===== config.mk =====
export PLATFORM = sky130hd
export DESIGN_NAME = regroup_writer
export DESIGN_NICKNAME = d
export VERILOG_FILES = /design/src/common/lane_fmt_pkg.sv /design/src/common/regroup_cfg_pkg.sv /design/src/regroup/regroup_writer.sv
export SDC_FILE = /design/constraint.sdc
export NUM_CORES = 1
export LEC_CHECK = 0
export BUFFER_PORTS_ARGS = -buffer_cell sky130_fd_sc_hd__buf_2
export CORE_AREA = 10 10 105 107
export DETAILED_ROUTE_END_ITERATION = 10
export DIE_AREA = 0 0 115 117
export GPL_TIMING_DRIVEN = 0
export PLACE_DENSITY_LB_ADDON = 0.3
export SLEW_MARGIN = 20
export SYNTH_ARGS = -nofsm -noshare
export SYNTH_HDL_FRONTEND = slang
export SYNTH_SLANG_ARGS = --single-unit

===== constraint.sdc =====
create_clock -name clk -period 1.6 [get_ports clk]
set_input_delay 0.08 -clock clk [delete_from_list [all_inputs] [get_ports clk]]
set_output_delay 0.08 -clock clk [all_outputs]
set_load 0.02 [all_outputs]

===== src/common/lane_fmt_pkg.sv =====
/*
   lane format definitions for the packet regrouper
   input word and end-code layout, the stored word kept in the
   buffer, and the decode from end code to empty count and error
*/
package lane_fmt_pkg;

   // beat geometry
   localparam int word_width     = 64;
   localparam int bytes_per_word = 8;
   localparam int lanes_in       = 2;

   // 0..lanes_in words per beat
   localparam int count_width    = $clog2(lanes_in + 1);

   // end code: 0000 none, 1vvv end with vvv valid bytes (0 = 8)
   // 0001 end with error, anything else malformed
   localparam int eop_code_width = 4;
   localparam int empty_width    = 4;

   // start bit, end code, then data
   localparam int stored_word_width = word_width + eop_code_width + 1;

   typedef logic [word_width-1:0]     word_t;
   typedef logic [eop_code_width-1:0] eop_code_t;

   typedef struct packed {
      logic      sop;
      eop_code_t eop;
      word_t     data;
   } stored_word_t;

   typedef struct packed {
      logic                   error;
      logic [empty_width-1:0] empty;
   } end_fields_t;

   // any nonzero code closes the packet, malformed ones as error ends
   function automatic logic eop_is_end(eop_code_t code);
      return |code;
   endfunction

   // in_first set when the group ends in its first (upper) word
   function automatic end_fields_t eop_empty_of(eop_code_t code, logic in_first);
      end_fields_t            f;
      logic [empty_width-1:0] valid_bytes;
      f = '0;
      // zero in the byte field means a full word
      valid_bytes = (code[2:0] == 3'd0) ? empty_width'(bytes_per_word)
                                        : empty_width'(code[2:0]);
      if (code[eop_code_width-1]) begin
         f.empty = empty_width'(bytes_per_word) - valid_bytes;
         // lower word of the beat is empty too
         if (in_first) begin
            f.empty = f.empty + empty_width'(bytes_per_word);
         end
      end else if (code != '0) begin
         // 0001 and malformed codes, empty stays 0
         f.error = 1'b1;
      end
      return f;
   endfunction

endpackage


===== src/common/regroup_cfg_pkg.sv =====
/*
   regrouper buffer configuration
   word buffer sizing and the holding count that flags overflow
*/
package regroup_cfg_pkg;

   // buffer address bits, one address per stored word
   localparam int addr_width = 6;

   // words held, the address wraps at this point
   localparam int buf_depth = 1 << addr_width;

   // holding above this means the writer may lap the reader
   localparam int overflow_level = buf_depth - 2;

   typedef logic [addr_width-1:0] addr_t;

endpackage


===== src/regroup/regroup_writer.sv =====
/*
   regrouper producer
   packs each valid input word with its start bit and end code,
   flags packet ends for the boundary map and keeps the write address
*/
`timescale 1ns/10ps

module regroup_writer
   import lane_fmt_pkg::*, regroup_cfg_pkg::*;
(
   input  logic                          clk,
   input  logic                          arst,
   input  logic [count_width-1:0]        din_num_valid,
   input  logic [lanes_in-1:0]           din_sop,
   input  eop_code_t [lanes_in-1:0]      din_eopbits,
   input  word_t [lanes_in-1:0]          din,
   output addr_t                         wr_addr,
   output logic [count_width-1:0]        wr_count,
   output stored_word_t [lanes_in-1:0]   wr_words,
   output logic [lanes_in-1:0]           wr_boundary
);

   // per lane valid, upper lane is first in time
   logic [lanes_in-1:0] lane_valid;

   ////////////////////////////////////////////////////////////
   // word count
   ////////////////////////////////////////////////////////////

   // 3 is not a legal count, treat it as a full beat
   always_comb begin
      if (din_num_valid > count_width'(lanes_in)) begin
         wr_count = count_width'(lanes_in);
      end else begin
         wr_count = din_num_valid;
      end
   end

   ////////////////////////////////////////////////////////////
   // pack stored words
   ////////////////////////////////////////////////////////////

   // valid words sit at the top, upper slot goes to wr_addr
   always_comb begin
      for (int i = 0; i < lanes_in; i++) begin
         lane_valid[i] = wr_count >= count_width'(lanes_in - i);
         wr_words[i]   = '0;
         // idle lanes stay zero so nothing stray reaches the buffer
         if (lane_valid[i]) begin
            wr_words[i].sop  = din_sop[i];
            wr_words[i].eop  = din_eopbits[i];
            wr_words[i].data = din[i];
         end
         wr_boundary[i] = lane_valid[i] & eop_is_end(din_eopbits[i]);
      end
   end

   ////////////////////////////////////////////////////////////
   // write address
   ////////////////////////////////////////////////////////////

   // words land in the buffer on this same edge
   always_ff @(posedge clk or posedge arst) begin
      if (arst) begin
         wr_addr <= '0;
      end else begin
         wr_addr <= wr_addr + addr_t'(wr_count);
      end
   end

endmodule


==> flow_metrics.env <==
export IMPL_numCtsBuffers=3
export IMPL_period_needed_ns=1.39
export IMPL_dieHeight_microns=117
export IMPL_reg_largest_list="wr_addr: 6 flops"
export IMPL_hp_start="din_num_valid[0]"
export IMPL_critical_path_peak_fanout=10
export IMPL_top_register="wr_addr"
export IMPL_hold_violations=0
export IMPL_finalClockSkew_ns=0.000840
export IMPL_rsz0062_at_grt="false"
export IMPL_core_sq_um=9020
export IMPL_clock_sinks=6
export IMPL_leakagePower_nw=1.81
export IMPL_avgRoutedWirePerCell_microns=15.4
export IMPL_start_util=0.140
export IMPL_h_tree_depth=1
export IMPL_post_route_drc_count=0
export IMPL_hold_path_end="wr_addr[0]"
export IMPL_cp_required_ns=1.75
export IMPL_vias=2210
export IMPL_fin_ws_ns=0.214
export IMPL_antenna_found_initial=0
export IMPL_finalMaxSlewViolations=0
export IMPL_grt_max_degree=11
export IMPL_synthDistinctLibCells=16
export IMPL_status="finished, final reports clean"
export IMPL_via_per_inst=3.76
export IMPL_path_buf_inv=4
export IMPL_num_rows=35
export IMPL_finalSetupViolations=0
export IMPL_total_power_mw=1.75
export IMPL_crit_reg2reg_launch="wr_addr[0]"
export IMPL_r2r_end="wr_addr[4]"
export IMPL_mostFrequentLayoutCells="buf_2 (289), and2_1 (69), nor2b_1 (69), buf_4 (8), clkbuf_1 (8)"
export IMPL_crit_family="buffers and inverters"
export IMPL_dr_first_iter_drc_count=33
export IMPL_slowest_stage="fa_1"
export IMPL_grt_usage=0.109
export IMPL_hold_path_class="input pin to flip-flop"
export IMPL_dieWidth_microns=115
export IMPL_drtAntennaViolNets=0
export IMPL_port_buffer_count=289
export IMPL_slew_headroom=0.791
export IMPL_overflow=0
export IMPL_dp_hpwl_mm=8.35
export IMPL_worstMarginPinSlew_ns=0.314
export IMPL_pin_count=290
export IMPL_place_congestion=0.764
export IMPL_ys_ff_latch=6
export IMPL_layout_drive_gt1_share=0.634
export IMPL_worstHoldPathCells=3
export IMPL_syn_to_final_growth_pct=130
export IMPL_postCtsSetupBuffers=0
export IMPL_grt_pass1_wl_mm=12.0
export IMPL_rrSetupSlack_ns=0.25
export IMPL_wl_mm=9.04
export IMPL_ir_worst_vdd_mv=0.749
export IMPL_clk_pin_slew_ns=0.04
export IMPL_final_nets=623
export IMPL_syn_avg_cell_area_sq_um=6.91
export IMPL_r2r_cells=5
export IMPL_syn_nets=328
export IMPL_final_common_cell="buf_2"
export IMPL_cts_root_buffer="clkbuf_8"
export IMPL_synth_cells=183
export IMPL_grt_pass1_vias=2139
export IMPL_ctsResizeCount=0
export IMPL_cp_cell_sequence="buf_2 > buf_4 > clkbuf_1 > inv_1 > fa_1 > nor2_1 > xor2_1"
export IMPL_n_antenna_cell=0
export IMPL_p_per_area_nw_per_um2=603
export IMPL_final_cells=587
export IMPL_worstPathArrival_ns=1.53
export IMPL_critPathMaxStageDelay_ns=0.47
export IMPL_fmax_mhz=721
export IMPL_crit_type="input pin to flip-flop"
export IMPL_synth_area_sq_um=1260
export IMPL_ys_warn_count=0
export IMPL_largest_reg_flops=6
export IMPL_start_kind="input pin"
export IMPL_die_area_sq_um=13500
export IMPL_firstDrtPassIters=4
export IMPL_place_inst=583
export IMPL_maxCapViolCount=0
export IMPL_fin_hold_ws_ns=0.294
export IMPL_min_period_over_period=0.866
export IMPL_cts_tree="done"
export IMPL_ys_seq_area_frac=0.119
export IMPL_clockBufferDepth=2
export IMPL_crit_path_end_kind="flip-flop"
export IMPL_clock_latency_ns=0.22
export IMPL_preCtsSetupSlack_ns=-0.0539
==> what timing repair did <==
action                     CTS  global route
hold buffers                 1             0
hold endpoints to repair     6             0
setup endpoints to repair    0             0
==> per-stage QoR <==
step / util / cell area [sq um] / TNS [ns]
6_report: 0.322 / 2900 / 0
5_1_grt: 0.322 / 2900 / 0
4_1_cts: 0.322 / 2900 / 0
3_5_place_dp: 0.316 / 2850 / -0.0539
3_3_place_gp: 0.316 / 2850 / -0.0217
2_1_floorplan: - / 1270 / 0
==> how the worst max path moves through the flow <==
stage          cells past startpoint        startpoint         end
2_1_floorplan                      7  din_num_valid[1]  wr_addr[4]
3_3_place_gp                       7  din_num_valid[1]  wr_addr[4]
3_5_place_dp                       7  din_num_valid[1]  wr_addr[4]
4_1_cts                            7  din_num_valid[1]  wr_addr[4]
5_1_grt                            7  din_num_valid[1]  wr_addr[4]
6_report                           7  din_num_valid[1]  wr_addr[4]
==> report_power, final <==
part	switching (mW)	total [mW]	leakage [nW]	internal, mW
Combinational	0.701	1.20	1.71	0.504
Sequential	0.0813	0.316	0.0703	0.234
Clock	0.0677	0.230	0.0216	0.162
Total	0.850	1.75	1.81	0.900
==> worst min-delay path: cells and delay by family <==
family,cells,cell delay (ns)
adder cells (fa/ha/maj),1,0.12
AND/OR/NAND/NOR,1,0.16
buffers and inverters,1,0.12
==> cells in the mapped netlist <==
| cell type | n | share of area |
|---|---|---|
| nor2_4 | 1 | 0.0089 |
| nand2_1 | 2 | 0.0059 |
| nor2b_1 | 70 | 0.35 |
| a21o_1 | 1 | 0.0059 |
| ha_1 | 2 | 0.020 |
| fa_1 | 1 | 0.016 |
| nand4_1 | 1 | 0.0049 |
| xor2_1 | 1 | 0.0069 |
| nor2_1 | 3 | 0.0089 |
| xnor2_1 | 3 | 0.021 |
| inv_1 | 5 | 0.015 |
| buf_4 | 8 | 0.047 |
| dfrtp_1 | 6 | 0.12 |
| clkbuf_1 | 8 | 0.024 |
| nor4_1 | 2 | 0.0099 |
| and2_1 | 69 | 0.34 |
==> cell type report <==
cell class              count  area, sq um
flip-flops and latches      6          150
multi-input cells         156         1010
inverters                   5         18.8
fillers                   987         6120
plain buffers              16         90.1
well taps                 111          139
repair buffers            290         1460
clock buffers               3         41.3
==> kinds of logic (layout without fill, tap and decap cells) <==
group,after synthesis,in the layout,synth area share
xor+xnor,4,4,0.0277
fa+ha+maj,3,3,0.0356
compound gates,1,1,0.00594
buf+inv,21,314,0.0861
simple gates,148,148,0.726
flops,6,6,0.119
==> routing by layer <==
metal,wire [microns],share of wire,GRT usage
met3,958,0.11,0.0377
met2,5050,0.56,0.213
met5,0,0,0
met4,53,0.0059,0.0190
met1,2980,0.33,0.108
Power figures use the tool's default switching activity.
