File: config.mk
export PLATFORM = sky130hd
export DESIGN_NAME = regroup_reader
export DESIGN_NICKNAME = d
export VERILOG_FILES = /design/src/common/lane_fmt_pkg.sv /design/src/common/regroup_cfg_pkg.sv /design/src/regroup/regroup_reader.sv
export SDC_FILE = /design/constraint.sdc
export NUM_CORES = 1
export LEC_CHECK = 0
export BUFFER_PORTS_ARGS = -buffer_cell sky130_fd_sc_hd__buf_4
export CORE_UTILIZATION = 50
export DETAILED_ROUTE_END_ITERATION = 16
export HOLD_SLACK_MARGIN = 0.15
export PLACE_DENSITY = 0.81
export SLEW_MARGIN = 20
export SYNTH_ARGS = -nofsm -noshare
export SYNTH_HDL_FRONTEND = slang
export SYNTH_SLANG_ARGS = --single-unit
File: constraint.sdc
create_clock -name clk -period 7 [get_ports clk]
set_input_delay 0.35 -clock clk [delete_from_list [all_inputs] [get_ports clk]]
set_output_delay 0.35 -clock clk [all_outputs]
set_load 0.01 [all_outputs]
File: src/common/lane_fmt_pkg.sv
/*
   lane format definitions for the packet regrouper
   input word and end-code layout, the stored word kept in the
   buffer, and the decode from end code to empty count and error
*/
package lane_fmt_pkg;

   // beat geometry
   localparam int word_width     = 64;
   localparam int bytes_per_word = 8;
   localparam int lanes_in       = 2;

   // 0..lanes_in words per beat
   localparam int count_width    = $clog2(lanes_in + 1);

   // end code: 0000 none, 1vvv end with vvv valid bytes (0 = 8)
   // 0001 end with error, anything else malformed
   localparam int eop_code_width = 4;
   localparam int empty_width    = 4;

   // start bit, end code, then data
   localparam int stored_word_width = word_width + eop_code_width + 1;

   typedef logic [word_width-1:0]     word_t;
   typedef logic [eop_code_width-1:0] eop_code_t;

   typedef struct packed {
      logic      sop;
      eop_code_t eop;
      word_t     data;
   } stored_word_t;

   typedef struct packed {
      logic                   error;
      logic [empty_width-1:0] empty;
   } end_fields_t;

   // any nonzero code closes the packet, malformed ones as error ends
   function automatic logic eop_is_end(eop_code_t code);
      return |code;
   endfunction

   // in_first set when the group ends in its first (upper) word
   function automatic end_fields_t eop_empty_of(eop_code_t code, logic in_first);
      end_fields_t            f;
      logic [empty_width-1:0] valid_bytes;
      f = '0;
      // zero in the byte field means a full word
      valid_bytes = (code[2:0] == 3'd0) ? empty_width'(bytes_per_word)
                                        : empty_width'(code[2:0]);
      if (code[eop_code_width-1]) begin
         f.empty = empty_width'(bytes_per_word) - valid_bytes;
         // lower word of the beat is empty too
         if (in_first) begin
            f.empty = f.empty + empty_width'(bytes_per_word);
         end
      end else if (code != '0) begin
         // 0001 and malformed codes, empty stays 0
         f.error = 1'b1;
      end
      return f;
   endfunction

endpackage

File: src/common/regroup_cfg_pkg.sv
/*
   regrouper buffer configuration
   word buffer sizing and the holding count that flags overflow
*/
package regroup_cfg_pkg;

   // buffer address bits, one address per stored word
   localparam int addr_width = 6;

   // words held, the address wraps at this point
   localparam int buf_depth = 1 << addr_width;

   // holding above this means the writer may lap the reader
   localparam int overflow_level = buf_depth - 2;

   typedef logic [addr_width-1:0] addr_t;

endpackage

File: src/regroup/regroup_reader.sv
/*
   regrouper consumer
   schedules one or two word group reads so every start lands in
   the upper word, tracks holding and overflow, formats the stream
*/
`timescale 1ns/10ps

module regroup_reader
   import lane_fmt_pkg::*, regroup_cfg_pkg::*;
(
   input  logic                              clk,
   input  logic                              arst,
   input  addr_t                             wr_addr,
   input  logic [lanes_in-1:0]               head_boundary,
   input  stored_word_t [lanes_in-1:0]       rd_words,
   output addr_t                             rd_addr,
   output logic [count_width-1:0]            rd_count,
   output logic [lanes_in*word_width-1:0]    avl_dout,
   output logic                              avl_sop,
   output logic                              avl_eop,
   output logic [empty_width-1:0]            avl_empty,
   output logic                              avl_valid,
   output logic                              avl_error,
   output logic                              overflow
);

   // words written but not yet scheduled
   addr_t                         holding;
   addr_t                         rd_addr_nxt;
   logic                          rd_end;

   // group count and end flag, lined up with rd_words
   logic [count_width-1:0]        cnt_d1;
   logic                          end_d1;

   // group stage in front of the output register
   stored_word_t [lanes_in-1:0]   grp_words;
   logic [count_width-1:0]        grp_count;
   logic                          grp_end;

   // output beat before its register
   stored_word_t                  end_word;
   end_fields_t                   end_fields;
   logic                          one_word;
   logic [lanes_in*word_width-1:0] beat_data;

   ////////////////////////////////////////////////////////////
   // read schedule
   ////////////////////////////////////////////////////////////

   // an end at the head closes a one word group
   always_comb begin
      if (head_boundary[1] && holding >= addr_t'(1)) begin
         rd_count = count_width'(1);
      end else if (holding >= addr_t'(2)) begin
         rd_count = count_width'(2);
      end else begin
         rd_count = '0;
      end
      rd_end = (rd_count == count_width'(1)) ? head_boundary[1] : head_boundary[0];
   end

   assign rd_addr_nxt = rd_addr + addr_t'(rd_count);

   // holding counts against the advanced read address so a group
   // is never scheduled twice
   always_ff @(posedge clk or posedge arst) begin
      if (arst) begin
         rd_addr  <= '0;
         holding  <= '0;
         cnt_d1   <= '0;
         end_d1   <= 1'b0;
         overflow <= 1'b0;
      end else begin
         rd_addr <= rd_addr_nxt;
         holding <= wr_addr - rd_addr_nxt;
         cnt_d1  <= rd_count;
         end_d1  <= rd_end & (rd_count != '0);
         // sticky until reset
         if (holding > addr_t'(overflow_level)) begin
            overflow <= 1'b1;
         end
      end
   end

   ////////////////////////////////////////////////////////////
   // group stage
   ////////////////////////////////////////////////////////////

   always_ff @(posedge clk) begin
      grp_words <= rd_words;
   end

   always_ff @(posedge clk or posedge arst) begin
      if (arst) begin
         grp_count <= '0;
         grp_end   <= 1'b0;
      end else begin
         grp_count <= cnt_d1;
         grp_end   <= end_d1;
      end
   end

   ////////////////////////////////////////////////////////////
   // output beat
   ////////////////////////////////////////////////////////////

   // end code comes from the last word of the group
   always_comb begin
      one_word   = grp_count == count_width'(1);
      end_word   = one_word ? grp_words[1] : grp_words[0];
      end_fields = eop_empty_of(end_word.eop, one_word);
      // single word goes high, low half zero
      if (one_word) begin
         beat_data = {grp_words[1].data, word_t'(0)};
      end else begin
         beat_data = {grp_words[1].data, grp_words[0].data};
      end
   end

   // everything zero between beats
   always_ff @(posedge clk or posedge arst) begin
      if (arst) begin
         avl_dout  <= '0;
         avl_sop   <= 1'b0;
         avl_eop   <= 1'b0;
         avl_empty <= '0;
         avl_valid <= 1'b0;
         avl_error <= 1'b0;
      end else if (grp_count != '0) begin
         avl_dout  <= beat_data;
         avl_sop   <= grp_words[1].sop;
         avl_eop   <= grp_end;
         avl_empty <= grp_end ? end_fields.empty : '0;
         avl_valid <= 1'b1;
         avl_error <= grp_end & end_fields.error;
      end else begin
         avl_dout  <= '0;
         avl_sop   <= 1'b0;
         avl_eop   <= 1'b0;
         avl_empty <= '0;
         avl_valid <= 1'b0;
         avl_error <= 1'b0;
      end
   end

endmodule

==> metrics.md <==
| Metric | Value |
|---|---|
| Rel. slew slack | 0.3676 |
| Post-Syn Instances | ~510 |
| Synthesized Nets | 665 |
| Synth top area share | 0.4851 |
| Floorplan core area | roughly 15000 um2 |
| Skew final | around 0.0085 ns |
| Layout filler cell count | 748 |
| First-pass GRT wire length | 34.14 mm |
| Met3 WL | 1.933 mm |
| Fraction of layout cells with a size suffix above 1 | 0.3544 |
| Starting density of the core | 0.5183 |
| Main synth FF type | dfrtp_1 |
| # setup viols final | 0 |
| Port buffer count | between 200 and 300 |
| Req. time, crit path | ~7.5 ns |
| Total global routing track utilization | 0.2787 |
| Clk pin slew, worst setup/hold paths | 0.07 ns |
| Clock sink count | 292 |
| Total power | roughly 0.0041 W |
| DRT Pass-1 Iters | 4 |
| Total negative slack | 0 ns |
| Die height | 128.5 um |
| Initial DRC count | around 220 |
| RSZ-0062 raised after global routing | no |
| Die Area | between 15000 and 20000 um2 |
| Async set-reset flop share out of synthesis | 0.5308 |
| Clock Path Buffers | 3 |
| Routed Wire Length | 22.75 mm |
| Count of cell types in the netlist | 31 |
| CTS tree | built |
| Post-route cell area | around 13000 um2 |
| Vias | 5496 |
| Crit Path Category | reg -> reg |
| Slowest CP cell | fa_1 |
| Grt total ovfl | 0 |
| Flops & latches, synth | 292 |
| Area contributors post-synth | dfrtp_1, dfxtp_1, and2_1 |
| GP Congestion | 0.7739 |
| Initial antenna violation count | 0 |
| Post-synth EDFFs | 0 |
| Yosys warns | 0 |
| Netlist Area Pre-Place | 7996 um2 |
| Peak VDD IR | 0.0002710 V |
| CP max FO | 4 |
| Critical path buffers and inverters | 1 |
| Pwr dens | 321.6 nW/um2 |
| Worst setup EP type | flip-flop |
| DRC | 0 |
| Slew Limit Fails | 0 |
| Io pins | 293 |
| Status | completed |
| Cell-by-cell trace of the critical path | nor3_1 > nand2_1 > o21a_1 > ha_1 > inv_1 > fa_1 > ha_1 > nor2b_1 > nor3_1 > o21bai_1 > a21oi_1 > xnor2_1 |
| Via/cell ratio | 4.615 |
| Hpwl dp | 11.86 mm |
| Area Overhead vs Synth | 59.96% |
| Startpoint types | flip-flop |
| Row cnt | 45 |
| Most frequent cells in the layout | buf_4, dfrtp_1, dlygate4sd3_1 |
| Cts bufs inserted | 28 |
| Deepest level of the CTS H-tree | 1 |
| Mean Syn Cell Area | 15.77 um2 |
| Part of the cycle the worst path needs | 0.4146 |
| Cell family with most CP delay | adder cells |
| Antenna Violating Nets Remaining | 0 |
| Max-cap violations | 0 |
| Critical Path AT | 3.35 ns |
| Largest net degree at the start of global routing | 80 |
| Number of global-route vias before repair | 6400 |
| Clock root buffer master | clkbuf_16 |
| Leading area contributor after synthesis | dfrtp_1 |
| Wire per inst | ~19 um |
| Commonest non-fill, non-tap cell in the layout | buf_4 |
| Worst-Skew Late Latency | around 0.53 ns |
| Max Used Layer | met4 |
| FMAX | ~340 MHz |
| CP max stage delay | 0.47 ns |
| Die W | 128.5 um |
| Worst hold-check path type | in -> reg |
| Area after DPL | around 10000 um2 |
| Final worst path period need | about 2.9 ns |
| Post-CTS sizing | 0 |
| Post-route met1 wirelength | 7.912 mm |
| Leak | about 6.2 nW |
| Met2 wire len | 12.08 mm |
| Sequential area share after synthesis | 0.8280 |
| Fin. Hold Viols | 0 |
| Nets@finish | 1116 |
| Tightest Pin Transition | 0.9486 ns |
[stage by stage]
| step | hold slack, ns | worst slack (ns) | util | instances |
|---|---|---|---|---|
| after floorplan | 0.3312 | 2.472 | - | 507 |
| after global placement | 0.3333 | 4.266 | 0.6746 | 997 |
| after detailed placement | 0.3364 | 4.188 | 0.6746 | 997 |
| after CTS | 0.1568 | 4.135 | 0.8290 | 1190 |
| after global routing | 0.1910 | 3.859 | 0.8290 | 1190 |
| final | 0.1744 | 4.098 | 0.8291 | 1191 |
[layout make-up]
type,count,area (um2),area share
antenna,1,2.502,0.0001956
clock buffer,38,829.5,0.06485
clock inverter,13,130.1,0.01017
inverter,12,50.05,0.003913
multi-input combinational,189,1272,0.09948
sequential,292,6621,0.5177
tap,211,264.0,0.02064
timing repair buffer,435,3621,0.2831
[metal layers]
layer | vias up | global-route usage
met3 | 64 | 0.08649
li1 | 2466 | -
met4 | 0 | 0.1253
met1 | 2707 | 0.2852
met2 | 259 | 0.5192
met5 | - | 0
[Yosys cell counts (3+ instances only)]
cell type    n
nand2_1      8
clkbuf_2     3
and2_1     130
ha_1         8
dfrtp_1    155
o21ai_0      3
clkbuf_1    10
mux2i_1      3
inv_1       12
a21oi_1      3
nor2_1       6
dfxtp_1    137
xor2_1       4
xnor2_1      4
[where the power goes]
| part | leakage, nW | total (W) | internal [W] | switching (W) |
|---|---|---|---|---|
| registers | 3.09 | 0.00191 | 0.00183 | 0.0000788 |
| logic | 2.65 | 0.000663 | 0.000350 | 0.000313 |
| clock network | 0.471 | 0.00154 | 0.000905 | 0.000633 |
| total | 6.21 | 0.00411 | 0.00309 | 0.00102 |
[kinds of logic after synthesis]
logic type,after synthesis,synth area share
AND/OR/NAND/NOR,153,0.1159
adder cells (fa/ha/maj),10,0.01753
AO/OA/AOI/OAI,14,0.01111
flip-flops,292,0.8280
XOR/XNOR,9,0.01080
multiplexers,3,0.003755
buffers and inverters,26,0.01283
[registers in the layout (all words and copies together) (netlist names)]
signal     count
end_d1         1
rd_addr        6
grp_end        1
grp_words    137
avl_empty      4
overflow       1
avl_valid      1
avl_sop        1
holding        6
avl_dout     128
avl_eop        1
cnt_d1         2
avl_error      1
grp_count      2
[final timing paths]
| path | slack (ns) | startpoint | end | cells past startpoint |
|---|---|---|---|---|
| setup / recovery | 4.10 | holding[4] | holding[5] | 12 |
| hold / removal | 0.17 | wr_addr[0] | holding[0] | 4 |
| setup reg to reg | 4.10 | holding[4] | holding[5] | 12 |
| hold reg to reg | 0.35 | cnt_d1[0] | grp_count[0] | 0 |
| max in group asynchronous | 5.02 | arst | avl_dout[100] | 4 |
| min in group asynchronous | 0.51 | arst | avl_dout[28] | 3 |
[timing repair]
item / in CTS / in global routing
hold endpoints to repair: 219 / 0
hold buffers: 142 / 0
setup buffers: 0 / 0
[worst min-delay path: stages]
cell and delay [ns]:
buf_4 0.11, inv_1 0.05, ha_1 0.13, inv_1 0.03
(Power assumes the default switching activity.)
